**src/ecc_pkg.sv**
```systemverilog
package ecc_pkg;

    // ~~~~~~~~~~~~~~~~~~~~~~~~~~~~~~~~~~~~~~~~~~~~~~~
    // widths
    // ~~~~~~~~~~~~~~~~~~~~~~~~~~~~~~~~~~~~~~~~~~~~~~~
    localparam int DATA_W  = 99;
    localparam int CHECK_W = 8;
    localparam int POS_W   = CHECK_W - 1;   // position field of a column.
    localparam int CNT_W   = 16;

    typedef logic [DATA_W-1:0]  ecc_data_t;
    typedef logic [CHECK_W-1:0] ecc_check_t;

    // stream payloads
    typedef struct packed {
        ecc_data_t  data;
        ecc_check_t check;
    } ecc_word_t;

    typedef struct packed {
        ecc_data_t  data;
        ecc_check_t check;     // regenerated from corrected data.
        logic       sbit_err;
        logic       dbit_err;
    } ecc_result_t;

    typedef enum logic [1:0] {
        ECC_CLEAN,
        ECC_SINGLE,
        ECC_DOUBLE
    } ecc_class_e;

    // ~~~~~~~~~~~~~~~~~~~~~~~~~~~~~~~~~~~~~~~~~~~~~~~
    // register port
    // ~~~~~~~~~~~~~~~~~~~~~~~~~~~~~~~~~~~~~~~~~~~~~~~
    typedef enum logic [1:0] {
        CFG_CTRL     = 2'd0,
        CFG_SBIT_CNT = 2'd1,
        CFG_DBIT_CNT = 2'd2
    } cfg_addr_e;

    typedef struct packed {
        logic             wr;
        cfg_addr_e        addr;
        logic [CNT_W-1:0] wdata;
    } cfg_req_t;

    // Column of data bit idx. The data bits fill the code positions that are
    // not powers of two, starting at 3; the top bit makes the weight odd.
    function automatic ecc_check_t ecc_column(input int unsigned idx);
        int unsigned pos;
        ecc_check_t  col;
        pos = idx + 3;
        for (int k = 2; k < POS_W; k++) begin
            if (pos >= (32'd1 << k)) begin
                pos++;    // skip check position 2**k.
            end
        end
        col[POS_W-1:0] = pos[POS_W-1:0];
        col[CHECK_W-1] = ~^pos[POS_W-1:0];
        return col;
    endfunction

endpackage

```
**src/ecc_cfg_regs.sv**
```systemverilog
module ecc_cfg_regs
    import ecc_pkg::*;
(
    input  logic             clk,
    input  logic             rst,
    input  cfg_req_t         cfg_req,
    output logic [CNT_W-1:0] cfg_rdata,
    output logic             bypass,
    input  logic             sbit_evt,
    input  logic             dbit_evt
);

    logic [CNT_W-1:0] sbit_cnt;
    logic [CNT_W-1:0] dbit_cnt;
    logic             ctrl_wr;
    logic             sbit_clr;
    logic             dbit_clr;

    // saturating count with clear taking priority.
    function automatic logic [CNT_W-1:0] cnt_next(
        input logic [CNT_W-1:0] cnt,
        input logic             clr,
        input logic             evt
    );
        if (clr) begin
            return '0;
        end
        if (evt && (cnt != '1)) begin
            return cnt + CNT_W'(1);
        end
        return cnt;
    endfunction

    // ~~~~~~~~~~~~~~~~~~~~~~~~~~~~~~~~~~~~~~~~~~~~~~~
    // write decode
    // ~~~~~~~~~~~~~~~~~~~~~~~~~~~~~~~~~~~~~~~~~~~~~~~
    assign ctrl_wr  = cfg_req.wr && (cfg_req.addr == CFG_CTRL);
    assign sbit_clr = cfg_req.wr && (cfg_req.addr == CFG_SBIT_CNT);
    assign dbit_clr = cfg_req.wr && (cfg_req.addr == CFG_DBIT_CNT);

    always_ff @(posedge clk) begin
        if (rst) begin
            bypass   <= 1'b0;
            sbit_cnt <= '0;
            dbit_cnt <= '0;
        end else begin
            if (ctrl_wr) begin
                bypass <= cfg_req.wdata[0];
            end
            sbit_cnt <= cnt_next(sbit_cnt, sbit_clr, sbit_evt);
            dbit_cnt <= cnt_next(dbit_cnt, dbit_clr, dbit_evt);
        end
    end

    // ~~~~~~~~~~~~~~~~~~~~~~~~~~~~~~~~~~~~~~~~~~~~~~~
    // read mux
    // ~~~~~~~~~~~~~~~~~~~~~~~~~~~~~~~~~~~~~~~~~~~~~~~
    always_comb begin
        case (cfg_req.addr)
            CFG_CTRL:     cfg_rdata = {{(CNT_W-1){1'b0}}, bypass};
            CFG_SBIT_CNT: cfg_rdata = sbit_cnt;
            CFG_DBIT_CNT: cfg_rdata = dbit_cnt;
            default:      cfg_rdata = '0;   // unmapped address.
        endcase
    end

endmodule

```
**src/ecc_check_gen.sv**
```systemverilog
module ecc_check_gen
    import ecc_pkg::*;
(
    input  ecc_data_t  data,
    output ecc_check_t check
);

    // data bits that feed check bit k.
    function automatic ecc_data_t check_select(input int unsigned k);
        ecc_data_t  sel;
        ecc_check_t col;
        sel = '0;
        for (int unsigned i = 0; i < DATA_W; i++) begin
            col = ecc_column(i);
            sel[i] = col[k];
        end
        return sel;
    endfunction

    // ~~~~~~~~~~~~~~~~~~~~~~~~~~~~~~~~~~~~~~~~~~~~~~~
    // check bits
    // ~~~~~~~~~~~~~~~~~~~~~~~~~~~~~~~~~~~~~~~~~~~~~~~
    generate
        for (genvar k = 0; k < CHECK_W; k++) begin : g_check
            assign check[k] = ^(data & check_select(k));   // parity of selected bits.
        end
    endgenerate

endmodule

```
**src/ecc_codec_top.sv**
```systemverilog
module ecc_codec_top
    import ecc_pkg::*;
(
    input  logic             clk,
    input  logic             rst,
    input  logic             in_valid,
    output logic             in_ready,
    input  ecc_word_t        in_word,
    output logic             out_valid,
    input  logic             out_ready,
    output ecc_result_t      out_result,
    input  cfg_req_t         cfg_req,
    output logic [CNT_W-1:0] cfg_rdata
);

    logic bypass;
    logic sbit_evt;     // single error left the codec.
    logic dbit_evt;

    ecc_correct_pipe i_pipe (
        .clk        (clk),
        .rst        (rst),
        .in_valid   (in_valid),
        .in_ready   (in_ready),
        .in_word    (in_word),
        .out_valid  (out_valid),
        .out_ready  (out_ready),
        .out_result (out_result),
        .bypass     (bypass),
        .sbit_evt   (sbit_evt),
        .dbit_evt   (dbit_evt)
    );

    ecc_cfg_regs i_regs (
        .clk       (clk),
        .rst       (rst),
        .cfg_req   (cfg_req),
        .cfg_rdata (cfg_rdata),
        .bypass    (bypass),
        .sbit_evt  (sbit_evt),
        .dbit_evt  (dbit_evt)
    );

endmodule

```
**src/ecc_correct_pipe.sv**
```systemverilog
module ecc_correct_pipe
    import ecc_pkg::*;
(
    input  logic        clk,
    input  logic        rst,
    input  logic        in_valid,
    output logic        in_ready,
    input  ecc_word_t   in_word,
    output logic        out_valid,
    input  logic        out_ready,
    output ecc_result_t out_result,
    input  logic        bypass,
    output logic        sbit_evt,
    output logic        dbit_evt
);

    // stage 1 holds the received word and its syndrome.
    logic       s1_valid;
    ecc_data_t  s1_data;
    ecc_check_t s1_syn;
    logic       s1_bypass;

    logic       s1_load;
    logic       s2_load;
    logic       s2_free;    // stage 2 empty or draining.
    logic       out_fire;

    ecc_check_t in_check;
    ecc_data_t  fix_mask;
    ecc_class_e fix_class;
    ecc_data_t  fix_data;
    ecc_check_t fix_check;
    logic       fix_sbit;
    logic       fix_dbit;

    // ~~~~~~~~~~~~~~~~~~~~~~~~~~~~~~~~~~~~~~~~~~~~~~~
    // handshake
    // ~~~~~~~~~~~~~~~~~~~~~~~~~~~~~~~~~~~~~~~~~~~~~~~
    assign out_fire = out_valid && out_ready;
    assign s2_free  = !out_valid || out_ready;
    assign in_ready = !s1_valid || s2_free;
    assign s1_load  = in_valid && in_ready;
    assign s2_load  = s1_valid && s2_free;

    always_ff @(posedge clk) begin
        if (rst) begin
            s1_valid  <= 1'b0;
            out_valid <= 1'b0;
        end else begin
            if (in_ready) begin
                s1_valid <= in_valid;
            end
            if (s2_free) begin
                out_valid <= s1_valid;
            end
        end
    end

    // ~~~~~~~~~~~~~~~~~~~~~~~~~~~~~~~~~~~~~~~~~~~~~~~
    // stage 1 syndrome
    // ~~~~~~~~~~~~~~~~~~~~~~~~~~~~~~~~~~~~~~~~~~~~~~~
    ecc_check_gen i_syn_gen (
        .data  (in_word.data),
        .check (in_check)
    );

    always_ff @(posedge clk) begin
        if (s1_load) begin
            s1_data   <= in_word.data;
            s1_syn    <= in_word.check ^ in_check;
            s1_bypass <= bypass;    // sampled with the word.
        end
    end

    // ~~~~~~~~~~~~~~~~~~~~~~~~~~~~~~~~~~~~~~~~~~~~~~~
    // correct and re-encode
    // ~~~~~~~~~~~~~~~~~~~~~~~~~~~~~~~~~~~~~~~~~~~~~~~
    ecc_syndrome_decode i_decode (
        .syndrome  (s1_syn),
        .mask      (fix_mask),
        .err_class (fix_class)
    );

    assign fix_data = s1_bypass ? s1_data : (s1_data ^ fix_mask);
    assign fix_sbit = !s1_bypass && (fix_class == ECC_SINGLE);
    assign fix_dbit = !s1_bypass && (fix_class == ECC_DOUBLE);

    ecc_check_gen i_out_gen (
        .data  (fix_data),
        .check (fix_check)
    );

    // stage 2 is the output register.
    always_ff @(posedge clk) begin
        if (s2_load) begin
            out_result.data     <= fix_data;
            out_result.check    <= fix_check;
            out_result.sbit_err <= fix_sbit;
            out_result.dbit_err <= fix_dbit;
        end
    end

    // one pulse per flagged output transfer.
    assign sbit_evt = out_fire && out_result.sbit_err;
    assign dbit_evt = out_fire && out_result.dbit_err;

endmodule

```
**src/ecc_syndrome_decode.sv**
```systemverilog
module ecc_syndrome_decode
    import ecc_pkg::*;
(
    input  ecc_check_t syndrome,
    output ecc_data_t  mask,
    output ecc_class_e err_class
);

    logic check_hit;    // at most one syndrome bit set.
    logic data_hit;

    // ~~~~~~~~~~~~~~~~~~~~~~~~~~~~~~~~~~~~~~~~~~~~~~~
    // correction mask
    // ~~~~~~~~~~~~~~~~~~~~~~~~~~~~~~~~~~~~~~~~~~~~~~~
    generate
        for (genvar i = 0; i < DATA_W; i++) begin : g_mask
            assign mask[i] = (syndrome == ecc_column(i));
        end
    endgenerate

    assign data_hit  = |mask;
    assign check_hit = (syndrome & (syndrome - CHECK_W'(1))) == '0;

    // Columns all have odd weight, so an even-weight nonzero syndrome can
    // only come from two flipped bits.
    always_comb begin
        if (syndrome == '0) begin
            err_class = ECC_CLEAN;
        end else if (data_hit || check_hit) begin
            err_class = ECC_SINGLE;
        end else begin
            err_class = ECC_DOUBLE;
        end
    end

endmodule

```
**config.mk**
```make
export PLATFORM = sky130hd
export DESIGN_NAME = ecc_codec_top
export DESIGN_NICKNAME = d
export VERILOG_FILES = /design/src/ecc_pkg.sv /design/src/ecc_cfg_regs.sv /design/src/ecc_check_gen.sv /design/src/ecc_codec_top.sv /design/src/ecc_correct_pipe.sv /design/src/ecc_syndrome_decode.sv
export SDC_FILE = /design/constraint.sdc
export NUM_CORES = 1
export LEC_CHECK = 0
export ABC_CLOCK_PERIOD_IN_PS = 16980
export BUFFER_PORTS_ARGS = -buffer_cell sky130_fd_sc_hd__buf_4
export CORE_MARGIN = 5
export CORE_UTILIZATION = 32
export DETAILED_ROUTE_END_ITERATION = 12
export SLEW_MARGIN = 10
export SYNTH_ARGS = -nofsm -noshare
export SYNTH_HDL_FRONTEND = slang
export SYNTH_SLANG_ARGS = --single-unit
```
**constraint.sdc**
```tcl
create_clock -name clk -period 16.98 [get_ports clk]
set_input_delay 2.547 -clock clk [delete_from_list [all_inputs] [get_ports clk]]
set_output_delay 2.547 -clock clk [all_outputs]
set_load 0.02 [all_outputs]
```
======== Word level (Yosys, flattened, before mapping) ========
Cells that the tools add are included.
word-level totals
  register bits ........................... 252
  input port bits ......................... 130
  output and inout port bits .............. 127
  word-level logic and storage cells ...... 185
operators by class
  $add $sub $neg .......................... 3
  eq/ne operators ......................... 105
  muxes and demuxes ....................... 22
  bitwise operators ....................... 3
  reductions and logical operators ........ 40
operators with widths
  cell                     count
  $reduce_xor A99 Y1       16
  $eq A8 B8 Y1 const B     53
  $eq A8 B7 Y1 const B     20
  $mux W16                 8
  $eq A8 B6 Y1 const B     15
  $mux W99                 1
  $reduce_or A99 Y1        1
  $xor A99 B99 Y99         1
  $eq A8 B5 Y1 const B     7
  $pmux W16 S3             1
  $add A16 B1 Y16 const B  2
  $ne A16 B16 Y1 const B   2
  $eq A8 B4 Y1 const B     3
  $logic_not A8 Y1         2
  $logic_and A1 B1 Y1      12
  $mux W1                  10
  $and A8 B8 Y8            1
  $eq A8 B3 Y1 const B     1
  $sub A8 B1 Y8 const B    1
  $xor A8 B8 Y8            1
  $eq A2 B1 Y1 const B     2
  $eq A2 B2 Y1 const B     2
  $mux W2                  2
  $reduce_bool A2 Y1       2
  3 further kinds          7

======== Depth between registers and ports, before layout ========
  depth in word-level cells ............... 8
  gate-level depth with buffers ........... 13
  gate-level depth less buffers ........... 8

======== Cells and area by module ========
A second synthesis with hierarchy kept.
second synthesis, totals
  cells, all modules ...................... 1326
  area total of the unflattened synthesis .. 15688.8 um^2
by module, submodules not included
  module               instances  cells an instance  area each (um^2)  sequential area each (um^2)
  ecc_correct_pipe     1          448                8237.9            6556.3
  ecc_check_gen        2          192                1966.9            0.0
  ecc_cfg_regs         1          222                1898.1            660.6
  ecc_syndrome_decode  1          272                1619.1            0.0

======== Worst setup path before layout ========
No wires, ideal clock.
  kind .................................... input port to flip-flop
  start point ............................. input port out_ready
  end point ............................... register i_pipe.out_result[0] (netlist name)
  library setup time ...................... 0.591 ns
  arrival ................................. 7.451 ns
  data required time ...................... 16.389 ns
  setup slack ............................. 8.938 ns
  cell stages on the path ................. 2
  path buffers ............................ 0
  cell sequence ........................... nor2b_1 > nor2b_1
between the ends
  longest elaborated chain between the ends .. 2
RTL lines
  item                 RTL line                text
  from (decl)          ecc_codec_top.sv:10     input logic out_ready,
  $logic_or A1 B1 Y1   ecc_correct_pipe.sv:40  assign s2_free = !out_valid || out_ready;
  $logic_and A1 B1 Y1  ecc_correct_pipe.sv:43  assign s2_load = s1_valid && s2_free;
  via i_pipe.s2_load   ecc_correct_pipe.sv:24  logic s2_load;
The timed path passes the listed nets, and every way through them passes these cells.
A chain may end at the register's enable or synchronous reset.

======== Final worst setup path ========
  start point ............................. input port cfg_req[16] in the netlist's numbering
  end point ............................... output port cfg_rdata[0]
between the ends
  longest elaborated chain between the ends .. 2
  elaborated cells between the ends (all ways) .. 4
  those cells by class .................... eq/ne (2); mux (1); reduce/logical (1)
RTL lines
  item                                  RTL line             text
  from (decl)                           ecc_codec_top.sv:12  input cfg_req_t cfg_req,
  $eq A2 B2 Y1 (tied with other cells)  ecc_cfg_regs.sv:59   case (cfg_req.addr)
  $pmux W16 S3 (*)                      ecc_cfg_regs.sv:59
  to (decl)                             ecc_codec_top.sv:13  output logic [CNT_W-1:0] cfg_rdata
Every way passes the cells marked *; elsewhere a longest branch is shown, timed or not.

==> flow_results.org <==
** Synth
- Yosys mapped a number of flops with a built-in enable equal to 217.
- Count of state elements after synthesis :: 252
- In this run the mean area of a mapped cell was 11.5 sq um.
- Yosys warnings :: 0
- Library cells used by synthesis :: 75
- Among all cell types in the netlist, the one instantiated most often is sky130_fd_sc_hd__xnor2_1.
- The largest total area in the synthesized netlist belongs to sky130_fd_sc_hd__edfxtp_1.
- Cells after synthesis :: 1352
- In the synthesized netlist, the cells that appear most often are sky130_fd_sc_hd__xnor2_1 (372), sky130_fd_sc_hd__edfxtp_1 (217), sky130_fd_sc_hd__xor2_1 (133), sky130_fd_sc_hd__inv_1 (87), sky130_fd_sc_hd__nand3_1 (80).
- Syn Nets :: 1484
- Summed over its instances, the top area cell type makes up 41.9% of the synthesized netlist area.
- Post-Syn Area :: 15500 sq um
- Fraction of synthesis flops using an asynchronous set or reset pin :: 0%
- Sequential share of the synthesized area :: 46.4%
- Primary FF master, synth :: sky130_fd_sc_hd__edfxtp_1
- After synthesis, the cell types taking the most area are sky130_fd_sc_hd__edfxtp_1 (42%), sky130_fd_sc_hd__xnor2_1 (21%), sky130_fd_sc_hd__xor2_1 (7.5%).

** Global routing
- The via count of the first global-routing pass came to 10672.
- The first global-routing pass estimated 71800 um of wire.
- Antenna violations before repair :: 0
- The global routing stage identified its most utilized layer as met2.
- Global-route usage over all layers :: 18.0%
- Grt met2 use :: 28.1%
- Met3 usage in global routing :: 3.66%
- In the global route stage, met1 resource usage came out at 26.1%.
- Largest net degree at the start of global routing :: 88
- The total overflow left after global routing is 0.

** Timing
- Timing-limited maximum frequency :: 0.155 GHz
- The final hold violation count is 0.
- Remaining max-slew budget at the tightest pin :: 22.8%
- Final setup skew :: 27.7 ps
- Final Critical Period :: 6460 ps
- Measured slew at the worst slew-check pin :: 1160 ps
- Slack of the critical path :: 10520 ps
- Summed over all failing endpoints, the final setup total negative slack is 0 ps.
- The worst path uses 38.0% of the clock period.
- The number of max-slew violations in the final report came to 0.
- Setup Viol. Count Final :: 0
- Final-layout worst hold slack :: 503 ps
- RSZ-0062 raised after global routing :: false

** Layout
- Final non-filler cell area :: 18900 sq um
- Post-route non-filler standard cell count :: 2213
- From synthesis to final layout, the design area changed by 21.6%.
- The post-route netlist has 20.8% of its cells at a drive strength greater than 1.
- Fin nets :: 1708
- The repair_antennas step left the layout with diodes totalling 0.

** Die
- In this run the core area contains 80 standard-cell rows.
- The initial utilization of the core area, before any placement, comes to 32.5%.
- The die is 230 um tall.
- For this design the top-level I/O count stands at 257.
- Total Die Area :: 53100 sq um
- Die outline width :: 230 um
- The region available for standard cell placement spans 47800 sq um.

** Hold path
- The worst hold path belongs to the class reg2reg.

** Placement
- GP Congestion :: 0.912
- The wire-length estimate of the detail-placed layout is 39700 um.
- PortBufs :: 241
- Once placement completed, the tool counted placed cells totaling 2161.
- At the placement stage, the worst setup path has a slack of 10560 ps.
- Cell area after placement :: 17900 sq um

** Power
- Leakage power total :: 0.00680 uW
- Dividing total power by cell area gives a power density of 139 nW/um^2.
- Worst ir drop on vdd :: 86.9 uV

** Route
- The routed layout has 10830 vias.
- Detailed Route WL :: 49300 um
- Antenna Nets Post-Route :: 0
- Per-cell via count in the routed design :: 4.89
- Routed wire length per instance :: 22.3 um
- For this run, the detailed router's first-pass iteration total came to 5.
- Number of remaining DRC errors :: 0
- After the first detailed-routing iteration, the DRC count stood at 1056.

** Worst setup path
- Data arrives at the worst endpoint at 3910 ps.
- Critical path cell sequence :: buf_4 > nor2b_1 > nand2_1 > o21ai_0 > buf_4
- The critical path contains buffers and inverters numbering 2 combined.
- STA classifies the critical path startpoint as an input pin.
- Slack of the worst reg-to-reg path :: 12730 ps
- In this design, the largest share of critical-path delay is due to simple AND/OR/NAND/NOR gates.
- The worst setup path is of the in2out kind.
- The worst setup path is captured at an output port.
- Critical path fanouts, max :: 17
- Slowest cell on the critical path :: sky130_fd_sc_hd__nor2b_1
- WP data required :: 14430 ps
- In this design, the stage delay of the slowest critical-path cell is 790 ps.
- By instance count, the cell type seen most on the critical path is sky130_fd_sc_hd__buf_4.

** Clock tree
- Clock-pin slew was measured on the worst setup and hold paths at 60 ps.
- Counting every sink on the clock net gives 252.
- H-tree depth :: 1
- CTS tree :: built
- Clock Latency Late Sink :: 580 ps
- Maximum number of buffers from clock root to sink :: 3
- Post-CTS Resized :: 0
- The number of clock buffers added by TritonCTS is 28.
- Cts hold-fix bufs :: 0
- The tree is rooted in a sky130_fd_sc_hd__clkbuf_16.
- Once the clock tree was built, the setup fixing pass inserted 0 buffers.

** Flow run
- Number of violations of the max-capacitance limit :: 0

** Outcome
- The run finished with clean final reports.
-- worst paths after layout --
path | start | end | cells past startpoint
max reg2reg | i_pipe.s1_syn[4] | i_pipe.out_result[2] | 9
min reg2reg | i_regs.bypass | i_regs.bypass | 2
max | cfg_req[16] | cfg_rdata[0] | 5
min | i_regs.bypass | i_regs.bypass | 2
-- stage by stage --
step           utilization [%]  total power [uW]
2_1_floorplan                -              1720
3_3_place_gp              37.5              2010
3_5_place_dp              37.5              2020
4_1_cts                   39.5              2640
5_1_grt                   39.5              2750
6_report                  39.5              2630
-- state kept, by name (all words and copies together), names as in the netlist --
| signal | count |
|---|---|
| i_pipe.s1_data | 99 |
| i_regs.dbit_cnt | 16 |
| i_regs.bypass | 1 |
| i_regs.sbit_cnt | 16 |
| i_pipe.s1_syn | 8 |
| i_pipe.s1_valid | 1 |
| i_pipe.out_result | 109 |
| i_pipe.out_valid | 1 |
| i_pipe.s1_bypass | 1 |
-- cell usage in the layout (no fill, tap or decap), types with 32 or more instances in the layout --
master	netlist	layout
sky130_fd_sc_hd__buf_4	8	257
sky130_fd_sc_hd__dfxtp_1	35	35
sky130_fd_sc_hd__edfxtp_1	217	217
sky130_fd_sc_hd__inv_1	87	87
sky130_fd_sc_hd__nand2_1	32	32
sky130_fd_sc_hd__nand3_1	80	80
sky130_fd_sc_hd__nand4_1	32	32
sky130_fd_sc_hd__nor2_1	48	48
sky130_fd_sc_hd__xnor2_1	372	372
sky130_fd_sc_hd__xor2_1	133	133
-- routing by layer --
metal  vias to the layer above  routed length [um]
met5                         -                   0
met4                         0                 786
met3                        42                3710
met2                       413               22300
met1                      5270               22500
li1                       5105                   -
-- kinds of logic after synthesis --
logic type | Yosys count | share of synthesized area (%)
DFF | 252 | 46.4
muxes | 4 | 0.258
buffers and inverters | 151 | 4.06
and+or+nand+nor | 310 | 11.8
xor gates and xnor gates | 537 | 32.9
adders and majority gates | 3 | 0.225
AOI/OAI and AO/OA | 95 | 4.34
-- final cells by class --
type / count / area [sq um]
multi-input combinational: 949 / 7700
tap: 615 / 769
inverter: 88 / 330
timing repair buffer: 257 / 1930
clock buffer: 29 / 704
fill: 4600 / 29000
clock inverter: 23 / 236
sequential: 252 / 7220
-- worst reg2reg max path: stages (launching register included) --
cell,delay [ps]
sky130_fd_sc_hd__edfxtp_1,320
sky130_fd_sc_hd__buf_4,340
sky130_fd_sc_hd__nor3b_4,1030
sky130_fd_sc_hd__nand3_1,200
sky130_fd_sc_hd__xor2_1,490
sky130_fd_sc_hd__xnor2_1,210
sky130_fd_sc_hd__xnor3_1,360
sky130_fd_sc_hd__xnor2_1,330
sky130_fd_sc_hd__xor3_1,510
sky130_fd_sc_hd__xnor3_1,210
-- report_power, final --
part	leakage (uW)	switching (uW)	internal, uW
Combinational	0.00398	673	546
Clock	0.000462	259	352
Sequential	0.00236	26.5	769
Power figures use the tool's default switching activity.
